### src/include/fe_defs.svh
// ==========================================================
// front end definitions
// widths, reset vector and RV32 major opcodes for fetch
// ==========================================================

`ifndef FE_DEFS_SVH
`define FE_DEFS_SVH

// data, address and instruction width
`define FE_XLEN 32

// first fetch address after reset
`define FE_RESET_PC 32'h0000_1000

// RV32 major opcodes seen by predecode
`define FE_OPC_BRANCH 7'b1100011
`define FE_OPC_JAL    7'b1101111
// jalr is not predicted, fixed up at commit
`define FE_OPC_JALR   7'b1100111

`endif

### src/logic/fe_pkg.sv
// ==========================================================
// front end types
// instruction views, fetch pipe record, commit and issue
// ==========================================================

`include "fe_defs.svh"

package fe_pkg;

    // B-type layout, conditional branches
    typedef struct packed {
        logic       imm12;
        logic [5:0] imm10_5;
        logic [4:0] rs2;
        logic [4:0] rs1;
        logic [2:0] funct3;
        logic [3:0] imm4_1;
        logic       imm11;
        logic [6:0] opcode;
    } b_fmt_t;

    // J-type layout, jal
    typedef struct packed {
        logic       imm20;
        logic [9:0] imm10_1;
        logic       imm11;
        logic [7:0] imm19_12;
        logic [4:0] rd;
        logic [6:0] opcode;
    } j_fmt_t;

    // one fetched word, read either way
    typedef union packed {
        b_fmt_t b_fmt;
        j_fmt_t j_fmt;
    } rv_instr_u;

    // fetched instruction plus predecode result
    typedef struct packed {
        logic [`FE_XLEN-1:0] pc;
        rv_instr_u           instruction;
        logic                branch;
        logic                jump;
        logic                prediction;
    } pipe_t;

    // state of the instruction at the ROB head
    typedef struct packed {
        logic [`FE_XLEN-1:0] pc;
        logic [`FE_XLEN-1:0] imm_se;
        logic                taken;
        logic                result;
        logic                is_branch;
        logic                jalr;
        logic [`FE_XLEN-1:0] jalr_taken_address;
        logic [`FE_XLEN-1:0] jalr_actual_address;
    } commit_t;

    // one entry toward the issue queue
    typedef struct packed {
        logic                valid;
        logic [`FE_XLEN-1:0] pc;
        rv_instr_u           instruction;
        logic                prediction;
    } issue_t;

endpackage

### src/logic/fetch_pc_reg.sv
// ==========================================================
// fetch pc register
// holds pc on a full queue, redirects on mispredict,
// registers the record handed to the issue queue
// ==========================================================

`include "fe_defs.svh"

module fetch_pc_reg (
    input  logic                clk,
    input  logic                rst,
    input  logic                queue_full,
    input  logic                mispredicted,
    input  logic [`FE_XLEN-1:0] pc_update,
    input  fe_pkg::pipe_t       pipe,
    output logic [`FE_XLEN-1:0] fetch_pc,
    output fe_pkg::issue_t      issue
);

    logic          advance;
    logic          issue_en;
    logic          issue_valid;
    fe_pkg::pipe_t issue_pipe;

    // a redirect overrides back-pressure since the queue is flushed anyway
    assign advance  = ~queue_full | mispredicted;
    // flushed cycles hand nothing over
    assign issue_en = advance & ~mispredicted;

    // pc and valid flag
    always_ff @(posedge clk) begin
        if (rst) begin
            fetch_pc    <= `FE_RESET_PC;
            issue_valid <= 1'b0;
        end else begin
            if (advance) begin
                fetch_pc <= pc_update;
            end
            issue_valid <= issue_en;
        end
    end

    // payload of the old pc
    always_ff @(posedge clk) begin
        if (issue_en) begin
            issue_pipe <= pipe;
        end
    end

    assign issue = '{
        valid:       issue_valid,
        pc:          issue_pipe.pc,
        instruction: issue_pipe.instruction,
        prediction:  issue_pipe.prediction
    };

    // every fetch target stays on a word boundary
    a_pc_aligned: assert property (@(posedge clk) disable iff (rst)
        fetch_pc[1:0] == 2'b00);

    // issued record belongs to the pc fetched before the edge
    a_issue_from_fetch_pc: assert property (@(posedge clk) disable iff (rst)
        issue.valid |-> issue.pc == $past(fetch_pc));

    // back-pressure freezes fetch
    a_stall_holds_pc: assert property (@(posedge clk) disable iff (rst)
        (queue_full && !mispredicted) |=> $stable(fetch_pc));

endmodule

### src/logic/fetch_predecode.sv
// ==========================================================
// fetch predecode
// flags branches and jal, makes the static prediction
// ==========================================================

`include "fe_defs.svh"

module fetch_predecode (
    input  logic [`FE_XLEN-1:0] fetch_pc,
    input  fe_pkg::rv_instr_u   instr,
    output fe_pkg::pipe_t       pipe
);

    logic is_branch;
    logic is_jump;
    logic predict_taken;

    // opcode sits in the same bits for every view
    always_comb begin
        is_branch     = 1'b0;
        is_jump       = 1'b0;
        predict_taken = 1'b0;
        case (instr.b_fmt.opcode)
            `FE_OPC_BRANCH: begin
                is_branch = 1'b1;
                // negative offset means a loop, so guess taken
                predict_taken = instr.b_fmt.imm12;
            end
            `FE_OPC_JAL: begin
                is_jump       = 1'b1;
                // always goes
                predict_taken = 1'b1;
            end
            `FE_OPC_JALR: begin
                // target comes from a register, not known here
                // fall through to pc + 4, commit repairs it
                is_branch     = 1'b0;
                is_jump       = 1'b0;
                predict_taken = 1'b0;
            end
            default: begin
                // alu, loads, stores etc
                is_branch     = 1'b0;
                is_jump       = 1'b0;
                predict_taken = 1'b0;
            end
        endcase
    end

    // record passed to next-pc logic and the pc register
    always_comb begin
        pipe             = '0;
        pipe.pc          = fetch_pc;
        pipe.instruction = instr;
        pipe.branch      = is_branch;
        pipe.jump        = is_jump;
        pipe.prediction  = predict_taken;
    end

endmodule

### src/logic/new_pc.sv
// ==========================================================
// next pc
// static-prediction target, overridden by commit redirects
// mispredicted doubles as the back-end flush
// ==========================================================

`include "fe_defs.svh"

module new_pc (
    input  fe_pkg::pipe_t       pipe,
    input  fe_pkg::commit_t     commit,
    output logic                mispredicted,
    output logic [`FE_XLEN-1:0] pc_update
);

    localparam logic [`FE_XLEN-1:0] step = `FE_XLEN'(4);

    logic [`FE_XLEN-1:0] imm_b;
    logic [`FE_XLEN-1:0] imm_j;
    logic [`FE_XLEN-1:0] base;
    logic [`FE_XLEN-1:0] addend;
    logic                branch_miss;
    logic                wrong_taken;
    logic                jalr_miss;

    // sign-extended branch offset from the B view
    assign imm_b = {
        {(`FE_XLEN-13){pipe.instruction.b_fmt.imm12}},
        pipe.instruction.b_fmt.imm12,
        pipe.instruction.b_fmt.imm11,
        pipe.instruction.b_fmt.imm10_5,
        pipe.instruction.b_fmt.imm4_1,
        1'b0
    };

    // sign-extended jal offset from the J view
    assign imm_j = {
        {(`FE_XLEN-21){pipe.instruction.j_fmt.imm20}},
        pipe.instruction.j_fmt.imm20,
        pipe.instruction.j_fmt.imm19_12,
        pipe.instruction.j_fmt.imm11,
        pipe.instruction.j_fmt.imm10_1,
        1'b0
    };

    // guess and outcome disagree at the rob head
    assign branch_miss = commit.is_branch & (commit.taken ^ commit.result);
    // guessed taken, really fell through
    assign wrong_taken = commit.taken & ~commit.result;
    // predicted jalr target was wrong
    assign jalr_miss   = commit.jalr &
                         (commit.jalr_taken_address != commit.jalr_actual_address);

    assign mispredicted = branch_miss | jalr_miss;

    // pick operands, one shared adder below
    always_comb begin
        if (branch_miss) begin
            base = commit.pc;
            // taken by mistake: resume after the branch
            if (wrong_taken) begin
                addend = step;
            end else begin
                addend = commit.imm_se;
            end
        end else if (jalr_miss) begin
            // absolute target
            base   = '0;
            addend = commit.jalr_actual_address;
        end else if (pipe.branch & pipe.prediction) begin
            base   = pipe.pc;
            addend = imm_b;
        end else if (pipe.jump) begin
            base   = pipe.pc;
            addend = imm_j;
        end else begin
            // sequential, incl. jalr and forward branches
            base   = pipe.pc;
            addend = step;
        end
    end

    assign pc_update = base + addend;

endmodule

### src/logic/pc_front.sv
// ==========================================================
// pc front end
// predecode, next-pc select and pc register in one loop
// ==========================================================

`include "fe_defs.svh"

module pc_front (
    input  logic                clk,
    input  logic                rst,
    input  fe_pkg::rv_instr_u   instr,
    input  logic                queue_full,
    input  fe_pkg::commit_t     commit,
    output logic [`FE_XLEN-1:0] fetch_pc,
    output logic                mispredicted,
    output fe_pkg::issue_t      issue
);

    fe_pkg::pipe_t       pipe;
    logic [`FE_XLEN-1:0] pc_update;

    // word at fetch_pc comes straight from imem
    fetch_predecode u_predecode (
        .fetch_pc (fetch_pc),
        .instr    (instr),
        .pipe     (pipe)
    );

    // combinational, same cycle as commit
    new_pc u_new_pc (
        .pipe         (pipe),
        .commit       (commit),
        .mispredicted (mispredicted),
        .pc_update    (pc_update)
    );

    fetch_pc_reg u_pc_reg (
        .clk          (clk),
        .rst          (rst),
        .queue_full   (queue_full),
        .mispredicted (mispredicted),
        .pc_update    (pc_update),
        .pipe         (pipe),
        .fetch_pc     (fetch_pc),
        .issue        (issue)
    );

endmodule

### config.mk
export PLATFORM = sky130hd
export DESIGN_NAME = pc_front
export DESIGN_NICKNAME = d
export VERILOG_FILES = /design/src/logic/fe_pkg.sv /design/src/logic/fetch_pc_reg.sv /design/src/logic/fetch_predecode.sv /design/src/logic/new_pc.sv /design/src/logic/pc_front.sv
export VERILOG_INCLUDE_DIRS = /design/src /design/src/include
export SDC_FILE = /design/constraint.sdc
export NUM_CORES = 1
export LEC_CHECK = 0
export ABC_AREA = 1
export BUFFER_PORTS_ARGS = -buffer_cell sky130_fd_sc_hd__buf_2
export CAP_MARGIN = 20
export CORE_MARGIN = 3
export CORE_UTILIZATION = 40
export DETAILED_ROUTE_END_ITERATION = 8
export PLACE_DENSITY = 0.68
export SYNTH_ARGS = -nofsm -noshare
export SYNTH_HDL_FRONTEND = slang
export SYNTH_SLANG_ARGS = --single-unit
export TNS_END_PERCENT = 5
### constraint.sdc
create_clock -name clk -period 7.1 [get_ports clk]
set_input_delay 0.71 -clock clk [delete_from_list [all_inputs] [get_ports clk]]
set_output_delay 0.71 -clock clk [all_outputs]
set_load 0.05 [all_outputs]
[Yosys cells after proc, flatten, opt, wreduce, memory -nomap -nowiden]
Cells that the tools add are included.
W data, S select, Z words.
Storage, ports and cells
  output and inout port bits: 99
  flip-flop bits (word level): 98
  logic and storage cells: 30
Operators by class
  muxes and demuxes: 10
  add/subtract/negate cells: 1
  equal/unequal tests: 3
  bitwise operators: 11
Operators by type and width (number)
  $mux W32: 7
  $add A32 B32 Y32: 1
  $ne A32 B32 Y1: 1
  $eq A7 B7 Y1 const B: 2
  $and A1 B1 Y1: 5
  $not A1 Y1: 3
  $mux W1: 2
  $or A1 B1 Y1: 2
  $pmux W1 S2: 1
  $xor A1 B1 Y1: 1

[Longest topological paths before layout]
Gate-level depths: netlist (run 1).
  depth after elaboration: 7
  depth in mapped cells: 28
  gate-level depth less buffers: 28

[Modules after synthesis]
From an unflattened synthesis (run 1), not the netlist that was laid out.
Second synthesis, totals
  cells, all modules: 971
  area, all modules: 7389.6 um2
By module, submodules not included
  fetch_pc_reg: cells an instance 276, area each 3457.1 um2, times used 1
  new_pc: cells an instance 614, area each 3365.7 um2, times used 1
  fetch_predecode: cells an instance 81, area each 566.8 um2, times used 1

[Worst setup path after synthesis (run 1)]
OpenSTA, ideal clock, no wires.
  kind: input-to-reg
  start point: input commit[4] (netlist name)
  end point: register u_pc_reg.issue_pipe (netlist bit u_pc_reg.issue[0]), enable pin
  path buffers: 1
  required time: 6612 ps
  slack: 1976 ps
  arrival: 4635 ps
  stages: 10
  path through: xnor2_1 -> nand2_1 -> nor2_1 -> nand2_1 -> nor2_2 -> nand2_2 -> nand2_4 -> nand2_4 -> clkbuf_1 -> nor2_1
On the way
  longest elaborated chain between the ends: 5
RTL lines
  from (decl): line pc_front.sv:13  | input fe_pkg::commit_t commit,
  $ne A32 B32 Y1 (*): line new_pc.sv:52  | (commit.jalr_taken_address != commit.jalr_actual_address);
  $and A1 B1 Y1 (*): line new_pc.sv:51  | assign jalr_miss = commit.jalr &
  $or A1 B1 Y1 (*): line new_pc.sv:54  | assign mispredicted = branch_miss | jalr_miss;
  via mispredicted: line pc_front.sv:15  | output logic mispredicted,
  $or A1 B1 Y1 / $not A1 Y1 (equally long branches): line fetch_pc_reg.sv:26, fetch_pc_reg.sv:28
  $and A1 B1 Y1 (*): line fetch_pc_reg.sv:28  | assign issue_en = advance & ~mispredicted;
  via u_pc_reg.issue_en: line fetch_pc_reg.sv:21  | logic issue_en;
  to (signal assigned): line fetch_pc_reg.sv:46  | issue_pipe <= pipe;
  to (decl): line fetch_pc_reg.sv:23  | fe_pkg::pipe_t issue_pipe;
Mark *: on every way through the listed nets, which the timed path passes. The rest lies on a longest branch.
A chain may end at the register's enable or synchronous reset.

[Worst setup path after layout (run 1)]
  start point: input commit[66] (netlist name)
  end point: register u_pc_reg.fetch_pc[30]
On the way
  longest elaborated chain between the ends: 5
RTL lines
  $not A1 Y1: line new_pc.sv:49  | assign wrong_taken = commit.taken & ~commit.result;
  $and A1 B1 Y1: line new_pc.sv:49
  $mux W32: line new_pc.sv:61  | if (wrong_taken) begin
  $mux W32: line new_pc.sv:58  | if (branch_miss) begin
  $add A32 B32 Y32: line new_pc.sv:83  | assign pc_update = base + addend;
  to (signal assigned): line fetch_pc_reg.sv:33  | fetch_pc <= `FE_RESET_PC;
  to (signal assigned): line fetch_pc_reg.sv:37  | fetch_pc <= pc_update;
  to (decl): line fetch_pc_reg.sv:16  | output logic [`FE_XLEN-1:0] fetch_pc,
Several ways; a longest one is shown, not always the timed one.

==> results of run 1 <==
## power breakdown
group	leakage [nW]	switching, mW	internal, mW
Clock	0.145	0.233	0.263
Sequential	0.881	0.0396	0.676
Combinational	2.95	0.506	0.211
Total	3.98	0.779	1.15
## critical path: stages
cell	delay, ns
buf_2	0.07
inv_1	0.04
ha_1	0.29
nor2_2	0.10
buf_4	0.37
inv_2	0.22
nor2_2	0.86
a22oi_1	0.14
nor2_1	0.16
ha_1	0.20
fa_1	0.22
nand3_1	0.08
nand2_1	0.11
a21oi_1	0.14
o21bai_1	0.30
nand2_1	0.13
nand2_1	0.15
nand3_1	0.09
nand2_1	0.09
o21ai_0	0.07
a21oi_1	0.13
nor2_1	0.05
## layer usage
layer  global-route usage (%)  vias up  share of wire [%]
met1                     29.5     3062                 41
li1                         -     3334                  -
met5                        0        -                  0
met3                     5.21       37                7.2
met2                     43.6      277                 49
met4                     8.17        0                2.3
## through the flow
step	area (um^2)	std cells
final	8300	1304
after global routing	8290	1303
after CTS	8290	1301
after detailed placement	7990	1285
after global placement	7990	1285
after floorplan	6500	831
## worst paths after layout
| path | startpoint | to | slack [ns] | depth (start not counted) |
|---|---|---|---|---|
| max reg2reg | u_pc_reg.fetch_pc[0]$_SDFFE_PP0P_ | u_pc_reg.fetch_pc[22]$_SDFFE_PP0P_ | 4.36 | 13 |
| max | commit[66] | u_pc_reg.fetch_pc[30]$_SDFFE_PP0P_ | 2.59 | 22 |
| min | u_pc_reg.fetch_pc[7]$_SDFFE_PP0P_ | u_pc_reg.issue[40]$_DFFE_PP_ | 0.46 | 0 |
| min reg2reg | u_pc_reg.fetch_pc[7]$_SDFFE_PP0P_ | u_pc_reg.issue[40]$_DFFE_PP_ | 0.46 | 0 |
## placed cells by master, fill, tap and decap left out, drive strengths merged, types with 7 or more instances in the layout
cell,Yosys,final
nand2,237,237
nor2,53,53
xnor2,22,22
buf,8,267
inv,91,94
dfxtp,33,33
a22o,21,21
a21oi,73,73
ha,32,32
o21ai,61,61
nand3,45,45
xor2,17,17
o211ai,7,7
clkbuf,16,11
edfxtp,65,65
nor3,9,9
## cell families (layout without fill, tap and decap cells)
kind of cell	after synthesis	count (layout)
and+or+nand+nor	357	357
AOI/OAI and AO/OA	189	189
buffers and inverters	115	374
DFF	98	98
xor gates and xnor gates	39	39
adders and majority gates	33	33
other	0	3
## layout make-up
class	instances	share of cell area [%]
Clock buffer	11	3.05
Tap cell	211	3.18
Inverter	91	4.18
Timing Repair Buffer	267	16.2
Clock inverter	5	0.543
Antenna cell	3	0.0905
Multi-Input combinational cell	618	41.3
Sequential cell	98	31.5
==> flow_metrics.py, run 1 <==
metrics = {
    "synth": {
        "synth_top_area_share_pct": 30.0,
        "synth_seq_cells": 98,
        "synth_edf_count": 65,
        "ys_types": 46,
        "synthXorXnorAreaFrac_pct": 5.25,
        "ys.flop_type": "edfxtp_1",
        "netlist_instances": 831,
        "syn_area_um2": 6500,
        "synth_simple_gate_area_share_pct": 23.3,
        "synthTopCellsByCount": "nand2_1 (226), inv_1 (86), a21oi_1 (66), edfxtp_1 (65), o21ai_0 (58)",
        "synth_async_sr_flop_share_pct": 0,
        "synth_top_family_by_area": "simple AND/OR/NAND/NOR gates",
        "ys_warn_count": 0,
        "synth.area.top_cells": "edfxtp_1 (30%), nand2_1 (13%), dfxtp_1 (10%), ha_1 (6.2%), a21oi_1 (5.1%)",
        "synth_top_cell_by_area": "edfxtp_1",
        "synth.mux.area_fraction_pct": 0,
        "synth_compound_area_share_pct": 17.6,
        "synthAdderAreaFrac_pct": 6.46,
        "yosysMostFrequentCell": "nand2_1",
        "synth_nets": 1031,
        "yosysSeqAreaShare_pct": 40.2,
        "syn_area_per_cell_um2": 7.83,
    },
    "timing": {
        "finClkSkew_ns": 0.00860,
        "finalCriticalPeriod_ns": 4.51,
        "finalCritPeriodShare_pct": 63.6,
        "hold_ws_ns": 0.457,
        "tns_ns": 0,
        "hold_viol_final": 0,
        "fin_ws_ns": 2.59,
        "fmax_ghz": 0.222,
        "setup_viol": 0,
        "slew_headroom_pct": 27.6,
        "rsz0062_at_grt": "false",
        "maxSlewViolCount": 0,
        "tightest_slew_ns": 1.08,
    },
    "die": {
        "core_area_um2": 15500,
        "row_count": 45,
        "fp.dieW_um": 134,
        "io_pins": 266,
        "start_util_pct": 41.9,
        "die_h_um": 134,
        "die-area_um2": 17800,
    },
    "clock_network": {
        "clock_path_buffers": 2,
        "tritoncts": "yes",
        "numCtsBuffers": 9,
        "clk_pin_slew_ns": 0.07,
        "post_cts_buffers": 0,
        "root_buffer": "clkbuf_16",
        "cts_hold_buffers": 0,
        "clock-sinks": 98,
        "cts-resized-gates": 0,
        "clk_latency_ns": 0.36,
        "cts_max_level": 3,
    },
    "finish": {
        "drive_gt1_share_pct": 29.0,
        "fillerInstances": 1552,
        "fin_nets": 1285,
        "seqCellArea_um2": 2610,
        "largest_reg_flops": 65,
        "post-route-util_pct": 53.4,
        "multiInputGateArea_um2": 3430,
        "areaGrowthSynthToFinish_pct": 27.5,
    },
    "route": {
        "detail-route-antenna-nets": 0,
        "route.vias.total": 6710,
        "drc": 0,
        "drtPass1Iterations": 5,
        "wire_per_inst_um": 17.3,
        "drt_iter0_drc": 497,
        "viasPerCell": 5.15,
        "drt_wl_total_mm": 22.6,
    },
    "pwr": {
        "design_power_total_mw": 1.93,
        "power.density_nw_per_um2": 232,
        "vdd_drop_max_mv": 0.113,
        "p_leak_nw": 3.98,
    },
    "setup_path": {
        "arrival_ns": 4.76,
        "crit_type": "in2reg",
        "worstPathMaxFanout": 34,
        "end_kind": "flip-flop",
        "required_ns": 7.35,
        "start_kind": "input port",
    },
    "place": {
        "place_congestion": 0.910,
        "portBuffers": 265,
        "dpl.hpwl_mm": 18.2,
        "place_ws_ns": 2.26,
    },
    "outcome": {
        "outcome": "completed",
    },
    "global_routing": {
        "grt_pass1_vias": 6474,
        "overflow": 0,
        "track_usage_pct": 24.5,
        "grt_pass1_wl_mm": 34.2,
        "grt_antenna_before_repair": 2,
        "grt_max_degree": 66,
    },
    "flow_run": {
        "cap_viol_max_count": 0,
    },
    "worst_hold_path": {
        "worstHoldPathType": "reg2reg",
    },
}
Note: power is estimated with default switching activity, not from simulation.
==> run 2, diff against run 1 <==
--- a/config.mk
+++ b/config.mk
@@ -12,7 +12,7 @@
 export CORE_MARGIN = 3
 export CORE_UTILIZATION = 40
 export DETAILED_ROUTE_END_ITERATION = 8
-export PLACE_DENSITY = 0.68
+export PLACE_DENSITY = 0.71
 export SYNTH_ARGS = -nofsm -noshare
 export SYNTH_HDL_FRONTEND = slang
 export SYNTH_SLANG_ARGS = --single-unit
==> constraint.sdc (replaced) <==
create_clock -name clk -period 3.8 [get_ports clk]
set_input_delay 0.38 -clock clk [delete_from_list [all_inputs] [get_ports clk]]
set_output_delay 0.38 -clock clk [all_outputs]
set_load 0.05 [all_outputs]
==> run 2 against run 1 <==
Worst setup slack worse by 2.3 ns. Hold slack worse by 0.24 ns. Die area unchanged. Clock skew down 0.0024 ns. Total power up 86%. Critical endpoint is now u_pc_reg.fetch_pc[23]$_SDFFE_PP0P_.
==> flow_metrics.py, run 2 (synthesis gave the netlist of run 1 again) <==
metrics = {
    "route": {
        "drtPass1Iterations": 5,
        "detail-route-antenna-nets": 0,
        "viasPerCell": 5.10,
        "drt_iter0_drc": 458,
        "drt_wl_total_mm": 22.1,
        "drc": 0,
        "wire_per_inst_um": 16.8,
        "route.vias.total": 6733,
    },
    "die": {
        "die-area_um2": 17800,
        "fp.dieW_um": 134,
        "die_h_um": 134,
        "row_count": 45,
        "start_util_pct": 41.9,
        "core_area_um2": 15500,
        "io_pins": 266,
    },
    "finish": {
        "areaGrowthSynthToFinish_pct": 29.7,
        "seqCellArea_um2": 2610,
        "fillerInstances": 1498,
        "fin_nets": 1303,
        "drive_gt1_share_pct": 30.1,
        "largest_reg_flops": 65,
        "multiInputGateArea_um2": 3430,
        "final_common_cell": "buf_2",
        "stdcell_count": 1320,
        "layout_common_cells": "buf_2 (265), nand2_1 (226), inv_1 (86), a21oi_1 (65), edfxtp_1 (65)",
    },
    "timing": {
        "hold_viol_final": 0,
        "finalCriticalPeriod_ns": 3.48,
        "finClkSkew_ns": 0.00616,
        "tightest_slew_ns": 0.707,
        "hold_ws_ns": 0.213,
        "slew_headroom_pct": 52.8,
        "setup_viol": 0,
        "tns_ns": 0,
        "rsz0062_at_grt": "false",
        "fmax_ghz": 0.288,
        "finalCritPeriodShare_pct": 91.5,
        "maxSlewViolCount": 0,
    },
    "pwr": {
        "switching_share_pct": 40.5,
        "p_leak_nw": 4.07,
        "vdd_drop_max_mv": 0.195,
        "power.density_nw_per_um2": 424,
        "internal_power_mw": 2.13,
        "clkPwrFrac_pct": 24.9,
        "comb_power_share_pct": 37.7,
        "power.net_switching_mw": 1.45,
        "seq_power_share_pct": 37.4,
    },
    "global_routing": {
        "met3_usage_pct": 4.38,
        "met2_usage_pct": 42.2,
        "overflow": 0,
        "grt_max_degree": 66,
        "track_usage_pct": 24.1,
        "grt_pass1_wl_mm": 33.6,
        "grt_pass1_vias": 6390,
        "top_usage_layer": "met2",
        "met1_usage_pct": 29.9,
        "grt_antenna_before_repair": 2,
    },
    "clock_network": {
        "clock-sinks": 98,
        "root_buffer": "clkbuf_16",
        "cts_max_level": 3,
        "clock_path_buffers": 2,
        "tritoncts": "yes",
        "post_cts_buffers": 0,
        "clk_pin_slew_ns": 0.07,
        "numCtsBuffers": 9,
        "clk_latency_ns": 0.35,
    },
    "worst_hold_path": {
        "worstHoldPathType": "in2reg",
        "min_path_cells": 1,
    },
    "setup_path": {
        "crit_type": "in2reg",
        "worstPathMaxFanout": 10,
        "arrival_ns": 3.77,
        "end_kind": "flip-flop",
        "r2r_cells": 13,
        "required_ns": 4.09,
        "start_kind": "input port",
    },
    "place": {
        "dp_cells": 1303,
        "dpl.hpwl_mm": 18.1,
        "place_congestion": 0.966,
        "portBuffers": 265,
    },
    "outcome": {
        "outcome": "completed",
    },
    "flow_run": {
        "cap_viol_max_count": 0,
    },
}
[run 2: cell types whose count changed in the layout (fill, tap and decap cells not counted), sizes merged]
cell    delta
diode      -2
clkinv     +1
clkbuf     -1
buf       +18
[run 2: final timing paths]
| check | startpoint | slack, ns | endpoint |
|---|---|---|---|
| setup / recovery | commit[15] | 0.32 | u_pc_reg.fetch_pc[23]$_SDFFE_PP0P_ |
| hold / removal | instr[5] | 0.21 | u_pc_reg.issue[6]$_DFFE_PP_ |
| setup reg to reg | u_pc_reg.fetch_pc[0]$_SDFFE_PP0P_ | 1.23 | u_pc_reg.fetch_pc[22]$_SDFFE_PP0P_ |
| hold reg to reg | u_pc_reg.fetch_pc[9]$_SDFFE_PP0P_ | 0.45 | u_pc_reg.issue[42]$_DFFE_PP_ |
[run 2: per-layer routing]
metal  part of all wire [%]  up-vias
met3                    7.5       33
met5                  0.032        -
met4                    2.5        2
met1                     41     3037
met2                     48      298
li1                       -     3363
[run 2: timing repair]
action                                  4_1_cts  5_1_grt
endpoints found under the setup margin        0        2
gates resized for setup                       0        2
hold buffers                                  0        0
[run 2: stage by stage]
stage	cell area (um^2)	worst slack, ns	power (mW)	util, %
3_5_place_dp	8150	0.0508	2.71	52.5
5_1_grt	8440	0.0414	3.76	54.3
6_report	8440	0.322	3.58	54.3
4_1_cts	8430	0.409	3.60	54.2
3_3_place_gp	8150	0.0889	2.70	52.5
2_1_floorplan	6510	0.106	2.30	-
[run 2: final cells by class]
type | count | area share [%]
repair buffers | 285 | 17.8
clock buffers | 10 | 2.71
diodes | 1 | 0.0297
multi-input cells | 618 | 40.7
well taps | 211 | 3.13
inverters | 91 | 4.11
flip-flops and latches | 98 | 31.0
clock inverters | 6 | 0.578
[run 2: power by group through the flow]
stage	logic, mW	registers [mW]	clock network, mW
6_report	1.35	1.34	0.892
5_1_grt	1.47	1.35	0.936
4_1_cts	1.35	1.34	0.909
3_5_place_dp	1.34	1.36	0
3_3_place_gp	1.34	1.36	0
2_1_floorplan	0.581	1.72	0
[run 2: worst max-delay path, stage by stage]
cell	delay, ns
buf_2	0.13
xnor2_1	0.32
nand2_1	0.09
nor2_1	0.11
nand2_1	0.06
nor2_2	0.17
nand2_2	0.12
nand3_2	0.15
inv_2	0.14
nand2_1	0.08
nand3_1	0.14
ha_1	0.44
nand2_1	0.10
o21ai_1	0.14
a21oi_1	0.07
o21ai_1	0.32
nand2_1	0.12
nand2_1	0.16
nand2_1	0.07
nand2_1	0.09
xor2_1	0.15
nand2_1	0.08
a21oi_2	0.12
